$ cat src/mem_pkg.sv
`default_nettype none

package mem_pkg;

	// word address, the byte offset is carried by the enables
	typedef logic [29:0] word_addr_t;

	typedef struct packed {
		word_addr_t  addr;
		logic [3:0]  be;
		logic [31:0] wdata;
	} data_memreq_t;

	typedef struct packed {
		logic       valid;
		word_addr_t addr;
	} load_req_t;

	typedef struct packed {
		logic        valid;
		logic [31:0] rdata;
	} load_resp_t;

endpackage

`default_nettype wire

$ cat src/cpu_pkg.sv
`default_nettype none

package cpu_pkg;
	import mem_pkg::*;

	typedef logic [4:0]  reg_addr_t;
	typedef logic [31:0] uint32_t;
	typedef logic [31:0] virt_t;

	typedef enum logic [2:0] {
		FU_ALU    = 3'd0,
		FU_MUL    = 3'd1,
		FU_CP0    = 3'd2,
		FU_STORE  = 3'd3,
		FU_BRANCH = 3'd4
	} fu_t;

	// cause codes as in the MIPS32 cause register
	typedef enum logic [4:0] {
		EXC_INT  = 5'h00,
		EXC_ADEL = 5'h04,
		EXC_ADES = 5'h05,
		EXC_SYS  = 5'h08,
		EXC_BP   = 5'h09,
		EXC_RI   = 5'h0a,
		EXC_OV   = 5'h0c,
		EXC_NONE = 5'h1f
	} exc_code_t;

	typedef struct packed {
		logic  valid;
		logic  taken;
		virt_t pc;
		virt_t target;
	} branch_resolved_t;

	// a store request or a branch record, selected by fu
	typedef union packed {
		data_memreq_t     memreq;
		branch_resolved_t resolved_branch;
	} rob_payload_t;

	typedef struct packed {
		logic         valid;
		logic         busy;
		reg_addr_t    dest;
		uint32_t      value;
		virt_t        pc;
		fu_t          fu;
		exc_code_t    exc;
		rob_payload_t data;
	} rob_entry_t;

	// slot 0 holds the older entry
	typedef rob_entry_t [1:0] rob_packet_t;

	typedef struct packed {
		logic      valid;
		logic      alpha_taken;
		exc_code_t code;
		virt_t     pc;
	} except_req_t;

	typedef struct packed {
		logic       ie;
		logic [7:0] im;
	} cp0_status_t;

endpackage

`default_nettype wire

$ cat src/instr_commit.sv
`default_nettype none
`timescale 1ns/10ps

module instr_commit import mem_pkg::*, cpu_pkg::*; #(
	parameter virt_t EXC_VECTOR = 32'hbfc0_0380
) (
	input  rob_packet_t       rob_packet,
	input  logic              rob_empty,
	output logic              rob_ack,
	input  except_req_t       except_req,
	output logic [1:0]        reg_we,
	output reg_addr_t [1:0]   reg_waddr,
	output uint32_t [1:0]     reg_wdata,
	output branch_resolved_t  resolved_branch,
	output data_memreq_t      lsu_store_memreq,
	output logic              lsu_store_push,
	input  logic              lsu_store_full,
	output logic              commit_mul,
	output logic              commit_cp0,
	output logic              commit_flush,
	output virt_t             commit_flush_pc
);

	logic [1:0] is_store, is_mul, is_cp0, slot_ok;
	logic       is_branch, packet_ready, store_request;

	// slot 0 dies with its own exception and slot 1 with any
	assign slot_ok[0] = ~(except_req.valid & except_req.alpha_taken);
	assign slot_ok[1] = ~except_req.valid;

	for (genvar i = 0; i < 2; i++) begin : gen_slot
		assign is_store[i]  = rob_packet[i].valid && (rob_packet[i].fu == FU_STORE);
		assign is_mul[i]    = rob_packet[i].valid && (rob_packet[i].fu == FU_MUL);
		assign is_cp0[i]    = rob_packet[i].valid && (rob_packet[i].fu == FU_CP0);
		assign reg_we[i]    = rob_ack & rob_packet[i].valid & slot_ok[i];
		assign reg_waddr[i] = rob_packet[i].dest;
		assign reg_wdata[i] = rob_packet[i].value;
	end

	assign is_branch    = rob_packet[0].valid && (rob_packet[0].fu == FU_BRANCH);
	assign packet_ready = ~rob_empty & ~rob_packet[0].busy & ~rob_packet[1].busy;

	assign store_request = |(is_store & slot_ok);

	// hold the packet while the queue cannot take its store
	assign rob_ack = packet_ready & (~store_request | ~lsu_store_full);

	assign lsu_store_push   = packet_ready & store_request & ~lsu_store_full;
	assign lsu_store_memreq = is_store[1] ? rob_packet[1].data.memreq
		: rob_packet[0].data.memreq;

	assign commit_mul = rob_ack & (|(is_mul & slot_ok));
	assign commit_cp0 = rob_ack & (|(is_cp0 & slot_ok));

	assign resolved_branch = (rob_ack & is_branch & slot_ok[0])
		? rob_packet[0].data.resolved_branch : '0;

	assign commit_flush    = rob_ack & except_req.valid;
	assign commit_flush_pc = EXC_VECTOR;

	// queue accepts one store per cycle
	always_comb begin
		a_one_store: assert final (!(is_store[0] === 1'b1 && is_store[1] === 1'b1));
	end

endmodule

`default_nettype wire

$ cat config.mk
export PLATFORM = sky130hd
export DESIGN_NAME = instr_commit
export DESIGN_NICKNAME = d
export VERILOG_FILES = /design/src/mem_pkg.sv /design/src/cpu_pkg.sv /design/src/instr_commit.sv
export SDC_FILE = /design/constraint.sdc
export NUM_CORES = 1
export LEC_CHECK = 0
export BUFFER_PORTS_ARGS = -buffer_cell sky130_fd_sc_hd__buf_2
export CAP_MARGIN = 25
export CORE_AREA = 2 2 222 224
export DETAILED_ROUTE_END_ITERATION = 8
export DIE_AREA = 0 0 224 226
export PLACE_DENSITY_LB_ADDON = 0.25
export SYNTH_ARGS = -nofsm -noshare
export SYNTH_HDL_FRONTEND = slang
export SYNTH_SLANG_ARGS = --single-unit
$ cat constraint.sdc
create_clock -name vclk -period 1.6
set_clock_uncertainty 0.2 [all_clocks]
set_input_delay 0 -clock vclk [all_inputs]
set_output_delay 0 -clock vclk [all_outputs]
set_load 0.02 [all_outputs]
## Word level (Yosys, flattened, before mapping)

Index checks and enable logic that the tools add are counted.

- Bits in registers: 0
- Input port bits: 331

- Reductions and logical operators: 10
- Bitwise operators: 26
- Equality and inequality tests: 7
- Multiplexer cells: 2

Operators with widths:

| cell | count |
|---|---|
| 66-bit two-way mux | 2 |
| 1-bit AND | 15 |
| 3-bit by 2-bit equality test with 1-bit output, second input constant | 4 |
| 1-bit logical AND | 7 |
| 1-bit inverter | 7 |
| 2-bit AND | 3 |
| 3-bit by 1-bit equality test with 1-bit output, second input constant | 2 |
| 2-bit OR reduction | 3 |
| 3-bit equality test, second input constant | 1 |
| 1-bit OR | 1 |

## Logic depth before layout (Yosys ltp)

Gate-level depths: netlist (run 1).

- Word-level depth: 10
- Depth in mapped cells: 6
- Depth with buffers taken out: 4

## Worst setup path before layout (run 1)

OpenSTA, ideal clock, no wires.

- Kind: input to output
- From: in rob_packet[288] (netlist name)
- To: out resolved_branch[10] (netlist name)
- Required time: 1400 ps
- Setup slack: 221 ps
- Arrival: 1179 ps
- Stages on the path: 6
- Path through: or3_4 nor4_2 and3_2 buf_6 buf_6 and2_1

RTL lines:

| item | RTL line | source |
|---|---|---|
| start: declaration | instr_commit.sv:7 | `input rob_packet_t rob_packet,` |
| end: declaration | instr_commit.sv:14 | `output branch_resolved_t resolved_branch,` |

==> summary.txt, run 1 <==
Outcome
  • Status: finished with violations
  • Failing checks: negative setup slack

Layout
  • Layout area overhead: 123.0%
  • Clock buffer cells: 0
  • Antenna diode count: 0
  • Num sequential: 0
  • Register Area: 0 µm²
  • Non-Filler Instances: 1,197
  • Multi-input logic area: 1533 µm²
  • Nets: 908
  • Design Area, Final: 5050 µm²
  • Filler cells: 5,603
  • Share of layout cells above drive strength 1: 68.70%

Synthesis
  • Synth area leaders: buf_4, mux2_2, and2_1, buf_6, buf_2
  • Post-Synth Adder-Cell Area: 0%
  • Synth warnings: 0
  • Synth area leader: buf_4
  • Mux cell area share after synthesis: 32.82%
  • Largest family of logic cells by synthesized area: buffers and inverters
  • Mean Syn Cell Area: 7.918 µm²
  • Synth Cell Area: 2265 µm²
  • Unique masters post-synth: 27
  • Mapped Cells: 286
  • Top cells by count, synth: buf_4, and2_1, mux2_2
  • Synth Area in Compound Gates: 2.486%
  • Simple-gate portion of the synthesized area: 24.42%
  • Post-synthesis sequential area ratio: 0%
  • Count leader, synth: buf_4
  • Synth top area share: 35.14%
  • Synth Area in XOR/XNOR: 0%

Worst setup path
  • Crit path from: rob_packet[288]
  • Critical path endpoint category: output pin
  • Crit path max fanout: 47
  • Slowest library cell on the worst path: or3_4
  • Cell Chain, Critical Path: buf_6 > or3_4 > nor4_2 > and3_4 > buf_12 > and2_1 > buf_4
  • Max stage delay on crit path: 390 ps
  • Arrival time worst endpoint: 1420 ps
  • Setup crit end: resolved_branch[28]
  • Crit Path Class: in -> out
  • Worst path required time: 1400 ps
  • Delay-heaviest family, CP: simple AND/OR/NAND/NOR gates
  • Worst Path Buf+Inv: 3
  • CP Launch Type: input pin
  • Critical path depth in cells: 7

GRT
  • GRT met2 Usage: 8.716%
  • Initial antenna violation count: 0
  • First-pass GRT wire length: 15,790 µm
  • Met3 Use GR: 0.6375%
  • GRT overflow: 0
  • Tot GR Track Use: 4.166%
  • Largest net degree at the start of global routing: 48
  • Vias in the first global route: 2,662
  • GR Layer Usage met1: 4.207%
  • GRT Max-Usage Layer: met2

Route
  • Routed len/inst: 11.45 µm
  • Vias post-DR: 3,006
  • Pre-antenna DRT Iters: 4
  • Via/cell ratio: 2.511
  • DRC violation count after routing: 0
  • Initial DRC count: 54
  • Routed WL: 13,710 µm
  • Final ANT Viol Nets: 0

Placed design
  • Final RePlAce weighted congestion: 0.6888
  • Number of port buffers: 285
  • HPWL after detailed placement: 9877 µm
  • DP Area: 3830 µm²
  • Placed insts: 1,114

Die
  • Core area: 48,340 µm²
  • Initial Util: 4.685%
  • Die ar.: 50,620 µm²
  • Rows: 81
  • Chip Width: 224 µm
  • Die height: 226 µm
  • Io pins: 576

Timing
  • Period Utilization, post-route: 101.2%
  • Final Hold Fails: 0
  • Minimum clock period: 1620 ps
  • Post-route worst setup slack: -19.94 ps
  • Setup violators final: 18
  • RSZ-0062 raised after global routing: true
  • Peak Freq: 617.3 MHz
  • Max Slew Vio Count: 0

Pwr
  • Leakage: 0.002404 µW
  • Worst VDD drop: 0.07079 mV
  • Pwr dens: 212.5 nW/µm²

Worst hold path
  • Hold Crit Class: in -> out

Flow run
  • # Max-Cap Violations: 0
-- kinds of logic after synthesis --
logic type / after synthesis
muxes: 66
AOI/OAI and AO/OA: 7
and+or+nand+nor: 89
buffers and inverters: 122
other: 2
-- layout by cell type (no fill, tap or decap), types with 5 or more instances in the layout --
cell	n
mux2_2	66
dlygate4sd3_1	74
and2_4	16
and2_1	52
buf_12	5
buf_4	55
buf_6	23
buf_2	216
conb_1	32
-- per-stage QoR --
stage                     power [µW]  TNS (ps)  util (%)  hold slack (ps)  worst slack [ps]
after detailed placement       756.8     -2692     7.922           -199.9            -78.84
after global routing            1147     -4581     10.45            129.0            -104.4
after CTS                       1059     -1287     9.781            117.0            -52.90
after floorplan                713.6         0         -           -111.3             221.2
final                           1073    -122.1     10.45            115.5            -19.94
after global placement         759.8     -2081     7.922           -199.9            -55.13
-- power by group --
part / internal [µW] / switching [µW]
logic: 469 / 604
clock network: 0 / 0
registers: 0 / 0
total: 469 / 604
-- routing by layer --
metal	routed length [µm]	up-vias	part of all wire, %
met3	1084	16	7.9
met1	4846	1357	35
met5	0	-	0
li1	-	1385	-
met4	311	0	2.3
met2	7465	248	54
-- worst min-delay path, delay by kind of cell --
| kind | cells | cell delay [ps] |
|---|---|---|
| buf+inv | 2 | 210 |
| simple gates | 1 | 100 |
-- area by class of cell --
| class | instances | area share, % |
|---|---|---|
| well taps | 622 | 15.41 |
| inverters | 2 | 0.1487 |
| repair buffers | 379 | 54.09 |
| multi-input cells | 194 | 30.35 |
-- how the worst min path moves through the flow --
stage,startpoint,slack (ps),depth (start not counted),to
2_1_floorplan,lsu_store_full,-110,1,lsu_store_push
3_3_place_gp,rob_packet[286],-200,0,reg_waddr[8]
3_5_place_dp,rob_packet[286],-200,0,reg_waddr[8]
4_1_cts,rob_packet[22],120,3,resolved_branch[22]
5_1_grt,rob_packet[19],130,3,resolved_branch[19]
6_report,rob_packet[22],120,3,resolved_branch[22]
-- timing repair --
action,in CTS,in global routing
gates resized for setup,51,60
pin swaps,1,11
setup endpoints to repair,51,63
hold buffers,74,0
cloned,1,4
hold endpoints to repair,74,0
buffers inserted,0,4
Note: power is estimated with default switching activity, not from simulation.
==> run 2, diff against run 1 <==
==> constraint.sdc (replaced) <==
create_clock -name vclk -period 1.7
set_clock_uncertainty 0.2 [all_clocks]
set_input_delay 0 -clock vclk [all_inputs]
set_output_delay 0 -clock vclk [all_outputs]
set_load 0.02 [all_outputs]
==> summary.txt, run 2 (synthesis gave the netlist of run 1 again) <==
Timing
  • Max Slew Vio Count: 0 (unchanged)
  • Setup violators final: 0 (was 18)
  • Peak Freq: 604.9 MHz
  • Final Hold Fails: 0 (unchanged)
  • Minimum clock period: 1653 ps
  • Period Utilization, post-route: 97.24%
  • RSZ-0062 raised after global routing: true (unchanged)
  • Hold WS: 118.1 ps (was 115.5 ps)
  • Post-route worst setup slack: 46.92 ps (was -19.94 ps)

Layout
  • Share of layout cells above drive strength 1: 65.61% (was 68.70%)
  • Clock buffer cells: 0 (unchanged)
  • Register Area: 0 µm² (unchanged)
  • Most frequent cells in the layout: buf_2, dlygate4sd3_1, and2_1, mux2_2, conb_1 (was buf_2, dlygate4sd3_1, mux2_2)
  • Layout area overhead: 104.1% (was 123.0%)
  • Num sequential: 0 (unchanged)
  • Finished Core Util: 9.561% (was 10.45%)
  • Most common cell after layout, fill and taps aside: buf_2 (unchanged)
  • Nets: 900 (was 908)

Worst hold path
  • Hold Crit Class: in -> out (unchanged)
  • Hold Startpoint: rob_packet[58] (was rob_packet[22])
  • Hold path depth: 3 (unchanged)
  • Hold endpoint: resolved_branch[58] (was resolved_branch[22])

Worst setup path
  • Arrival time worst endpoint: 1450 ps (was 1420 ps)
  • CP Launch Type: input pin (unchanged)
  • Slowest library cell on the worst path: or3_4 (unchanged)
  • Cell Chain, Critical Path: buf_6 > or3_4 > nor4_2 > and3_4 > buf_12 > and2_4 > buf_2 (was buf_6 > or3_4 > nor4_2 > and3_4 > buf_12 > and2_1 > buf_4)
  • Crit path max fanout: 43 (was 47)
  • Crit Path Class: in -> out (unchanged)
  • Worst path required time: 1500 ps (was 1400 ps)
  • Critical path endpoint category: output pin (unchanged)
  • Max stage delay on crit path: 380 ps (was 390 ps)

Pwr
  • Worst VDD drop: 0.06088 mV (was 0.07079 mV)
  • Sw Share: 56.94% (was 56.30%)
  • Pint: 421.0 µW (was 469.0 µW)
  • Pwr dens: 211.5 nW/µm² (was 212.5 nW/µm²)
  • Leakage: 0.002291 µW (was 0.002404 µW)
  • Power share of the sequential group: 0% (about the same)
  • Clk pwr share: 0% (about the same)
  • Part of the power in combinational logic: 100.0% (about the same)
  • P_sw: 556.7 µW (was 604.2 µW)

Route
  • Final ANT Viol Nets: 0 (unchanged)
  • Routed WL: 12,360 µm (was 13,710 µm)
  • Initial DRC count: 32 (was 54)
  • Routed len/inst: 10.38 µm (was 11.45 µm)
  • DRC violation count after routing: 0 (unchanged)
  • Vias post-DR: 2,933 (was 3,006)
  • Pre-antenna DRT Iters: 4 (unchanged)
  • Via/cell ratio: 2.465 (was 2.511)

Die
  • Core area: 48,340 µm² (unchanged)
  • Die ar.: 50,620 µm² (unchanged)
  • Rows: 81 (unchanged)
  • Chip Width: 224 µm (unchanged)
  • Initial Util: 4.685% (unchanged)
  • Io pins: 576 (unchanged)
  • Die height: 226 µm (unchanged)

Placed design
  • Place WS: -93.21 ps (was -78.84 ps)
  • HPWL after detailed placement: 10,130 µm (was 9877 µm)
  • Number of port buffers: 285 (unchanged)
  • Final RePlAce weighted congestion: 0.6493 (was 0.6888)

GRT
  • First-pass GRT wire length: 15,160 µm (was 15,790 µm)
  • GRT overflow: 0 (unchanged)
  • Largest net degree at the start of global routing: 44 (was 48)
  • Vias in the first global route: 2,641 (was 2,662)
  • Initial antenna violation count: 0 (unchanged)
  • Tot GR Track Use: 3.949% (was 4.166%)

Flow run
  • # Max-Cap Violations: 0 (unchanged)

Outcome
  • Status: complete, no violations (was finished with violations)

CTS
  • # Post-CTS Setup Buffers: 0 (unchanged)
## run 2: cell count changes in the layout (fill, tap and decap cells not counted), moves of 2 or more
cell / change
buf_2: +60
buf_4: -43
buf_6: -19
and2_1: +14
and2_4: -14
clkbuf_16: -3
buf_12: -2
buf_16: -2
## run 2: layer usage
layer | share of wire, % | track usage, % | up-vias
met4 | 3.5 | 1.527 | 0
met3 | 9.1 | 0.5725 | 18
met5 | 0 | 0 | -
met2 | 55 | 8.285 | 257
met1 | 33 | 3.791 | 1289
li1 | - | - | 1369
## run 2: worst max-delay path by stage
stage | from | endpoint | slack [ps]
after floorplan | rob_packet[288] | resolved_branch[10] | 320
final | rob_packet[288] | resolved_branch[38] | 50
after global placement | rob_packet[288] | resolved_branch[38] | -100
after detailed placement | rob_packet[288] | resolved_branch[38] | -90
after global routing | rob_packet[143] | resolved_branch[47] | -20
after CTS | rob_packet[288] | resolved_branch[55] | 4
## run 2: cell type report
type,count,area (µm²)
Timing Repair Buffer,371,2332
Inverter,2,7.507
Tap cell,622,778.2
Multi-Input combinational cell,194,1501
Antenna cell,1,2.502
Fill cell,5642,43720
## run 2: metrics by stage
stage / area (µm²) / std cells / setup TNS [ps] / power, µW
5_1_grt: 4619 / 1189 / -52.38 / 1038
3_5_place_dp: 3825 / 1115 / -134.4 / 709.5
4_1_cts: 4582 / 1189 / 0 / 982.3
3_3_place_gp: 3825 / 1115 / -227.7 / 710.9
2_1_floorplan: 2377 / 316 / 0 / 671.6
6_report: 4622 / 1190 / 0 / 977.7
## run 2: power by group through the flow
stage	logic (µW)	registers, µW	clock network (µW)
global route	1040	0	0
CTS	982	0	0
floorplan	672	0	0
global placement	711	0	0
detailed placement	709	0	0
finish	978	0	0.0000787
## run 2: what timing repair did
| action | in CTS | in global routing |
|---|---|---|
| hold buffers | 74 | 0 |
| pin swaps | 0 | 1 |
| endpoints found under the hold margin | 74 | 0 |
| gates resized for setup | 7 | 10 |
| endpoints found under the setup margin | 6 | 22 |
| gates cloned | 0 | 0 |
## run 2: worst max-delay path, delay by kind of cell
family	cells	cell delay (ps)
simple gates	4	970
buf+inv	3	430
==> run 3, diff against run 2 <==
--- a/config.mk
+++ b/config.mk
@@ -10,7 +10,7 @@
 export CORE_AREA = 2 2 222 224
 export DETAILED_ROUTE_END_ITERATION = 8
 export DIE_AREA = 0 0 224 226
-export PLACE_DENSITY_LB_ADDON = 0.25
+export PLACE_DENSITY = 0.3
 export SYNTH_ARGS = -nofsm -noshare
 export SYNTH_HDL_FRONTEND = slang
 export SYNTH_SLANG_ARGS = --single-unit
==> summary.txt, run 3 (synthesis gave the netlist of run 1 again) <==
Outcome
  • Status: complete, no violations (unchanged)

Layout
  • Share of layout cells above drive strength 1: 66.43% (was 65.61%)
  • Layout area overhead: 109.4% (was 104.1%)
  • Nets: 905 (was 900)
  • Most frequent cells in the layout: buf_2, dlygate4sd3_1, mux2_2 (was buf_2, dlygate4sd3_1, and2_1, mux2_2, conb_1)
  • Register Area: 0 µm² (unchanged)
  • Num sequential: 0 (unchanged)
  • Design Area, Final: 4743 µm² (was 4622 µm²)
  • Clock buffer cells: 0 (unchanged)
  • Most common cell after layout, fill and taps aside: buf_2 (unchanged)
  • Finished Core Util: 9.812% (was 9.561%)

Timing
  • Post-route worst setup slack: 71.27 ps (was 46.92 ps)
  • RSZ-0062 raised after global routing: true (unchanged)
  • Final Hold Fails: 0 (unchanged)
  • Minimum clock period: 1629 ps (was 1653 ps)
  • Max Slew Vio Count: 0 (unchanged)
  • Hold WS: 122.0 ps (was 118.1 ps)
  • Period Utilization, post-route: 95.81% (was 97.24%)
  • Peak Freq: 614.0 MHz (was 604.9 MHz)
  • Setup violators final: 0 (unchanged)

GRT
  • Vias in the first global route: 2,661 (was 2,641)
  • Largest net degree at the start of global routing: 39 (was 44)
  • GRT Max-Usage Layer: met2 (unchanged)
  • GR Layer Usage met1: 2.959% (was 3.791%)
  • Met3 Use GR: 0.7416% (was 0.5725%)
  • First-pass GRT wire length: 14,090 µm (was 15,160 µm)
  • Initial antenna violation count: 2 (was 0)
  • GRT overflow: 0 (unchanged)
  • GRT met2 Usage: 8.014% (was 8.285%)
  • Tot GR Track Use: 3.542% (was 3.949%)

Pwr
  • Part of the power in combinational logic: 100.0% (about the same)
  • Pint: 431.4 µW (was 421.0 µW)
  • Pwr dens: 206.4 nW/µm² (was 211.5 nW/µm²)
  • Leakage: 0.002340 µW (was 0.002291 µW)
  • Worst VDD drop: 0.05923 mV (was 0.06088 mV)
  • Clk pwr share: 0% (about the same)
  • Sw Share: 55.94% (was 56.94%)
  • P_sw: 547.7 µW (was 556.7 µW)
  • Power share of the sequential group: 0% (about the same)

Placed design
  • Number of port buffers: 285 (unchanged)
  • Place WS: -23.60 ps (was -93.21 ps)
  • DP Area: 3890 µm² (was 3825 µm²)
  • HPWL after detailed placement: 9142 µm (was 10,130 µm)
  • Final RePlAce weighted congestion: 0.6301 (was 0.6493)

Flow run
  • # Max-Cap Violations: 0 (unchanged)

Die
  • Core area: 48,340 µm² (unchanged)
  • Rows: 81 (unchanged)
  • Io pins: 576 (unchanged)
  • Die height: 226 µm (unchanged)
  • Die ar.: 50,620 µm² (unchanged)
  • Chip Width: 224 µm (unchanged)
  • Initial Util: 4.685% (unchanged)

Worst setup path
  • Critical path endpoint category: output pin (unchanged)
  • CP Launch Type: input pin (unchanged)
  • Crit path max fanout: 38 (was 43)
  • Crit Path Class: in -> out (unchanged)
  • Worst path required time: 1500 ps (about the same)
  • Arrival time worst endpoint: 1430 ps (was 1450 ps)

Route
  • Initial DRC count: 44 (was 32)
  • DRC violation count after routing: 0 (unchanged)
  • Routed WL: 11,250 µm (was 12,360 µm)
  • Vias post-DR: 2,929 (was 2,933)
  • Final ANT Viol Nets: 0 (unchanged)
  • Routed len/inst: 9.417 µm (was 10.38 µm)
  • Via/cell ratio: 2.451 (was 2.465)
  • Pre-antenna DRT Iters: 4 (unchanged)

CTS
  • # Post-CTS Setup Buffers: 0 (unchanged)

Worst hold path
  • Hold Crit Class: in -> out (unchanged)
-- run 3: cell types whose count changed in the layout (fill, tap and decap cells not counted) --
| cell | change |
|---|---|
| clkbuf_4 | -2 |
| buf_4 | -2 |
| buf_12 | +2 |
| buf_6 | +11 |
| and2_4 | +3 |
| buf_2 | -4 |
| and2_1 | -3 |
-- run 3: worst max-delay path, stage by stage --
cell and delay, ps:
buf_6 90, or3_4 380, nor4_2 130, and3_4 240, buf_12 170, buf_6 120
and2_4 130, buf_6 110
-- run 3: path summary, 6_finish.rpt --
path                        start                  end  slack (ps)  cells past startpoint
setup / recovery  rob_packet[288]  resolved_branch[28]          70                      8
hold / removal     rob_packet[55]  resolved_branch[55]         120                      3
-- run 3: cell type report --
type                       count  area [µm²]
tap                          622       778.2
multi-input combinational    194        1509
antenna                        1       2.502
inverter                       2       7.507
timing repair buffer         376        2446
fill                        5641       43600
-- run 3: per-stage QoR --
| step | cells | total power [µW] | TNS [ps] |
|---|---|---|---|
| final | 1195 | 979.1 | 0 |
| after detailed placement | 1120 | 710.6 | -133.9 |
| after global routing | 1195 | 1045 | -72.46 |
| after floorplan | 316 | 671.6 | 0 |
| after CTS | 1194 | 982.4 | 0 |
| after global placement | 1120 | 711.4 | -290.6 |
-- run 3: power by group through the flow --
stage	Combinational [µW]	Clock (µW)	Sequential, µW
3_5_place_dp	711	0	0
4_1_cts	982	0	0
6_report	979	0.0000786	0
5_1_grt	1050	0.0000786	0
2_1_floorplan	672	0	0
3_3_place_gp	711	0	0
-- run 3: routing by layer --
metal,vias to the layer above,wire length [µm]
met3,11,1207
met1,1289,3327
met5,-,0
li1,1377,-
met2,252,6477
met4,0,241
-- run 3: repair_timing --
item                       CTS  global route
hold endpoints to repair    74             0
hold buffers                74             0
setup endpoints to repair   11            33
gates resized for setup     11            22
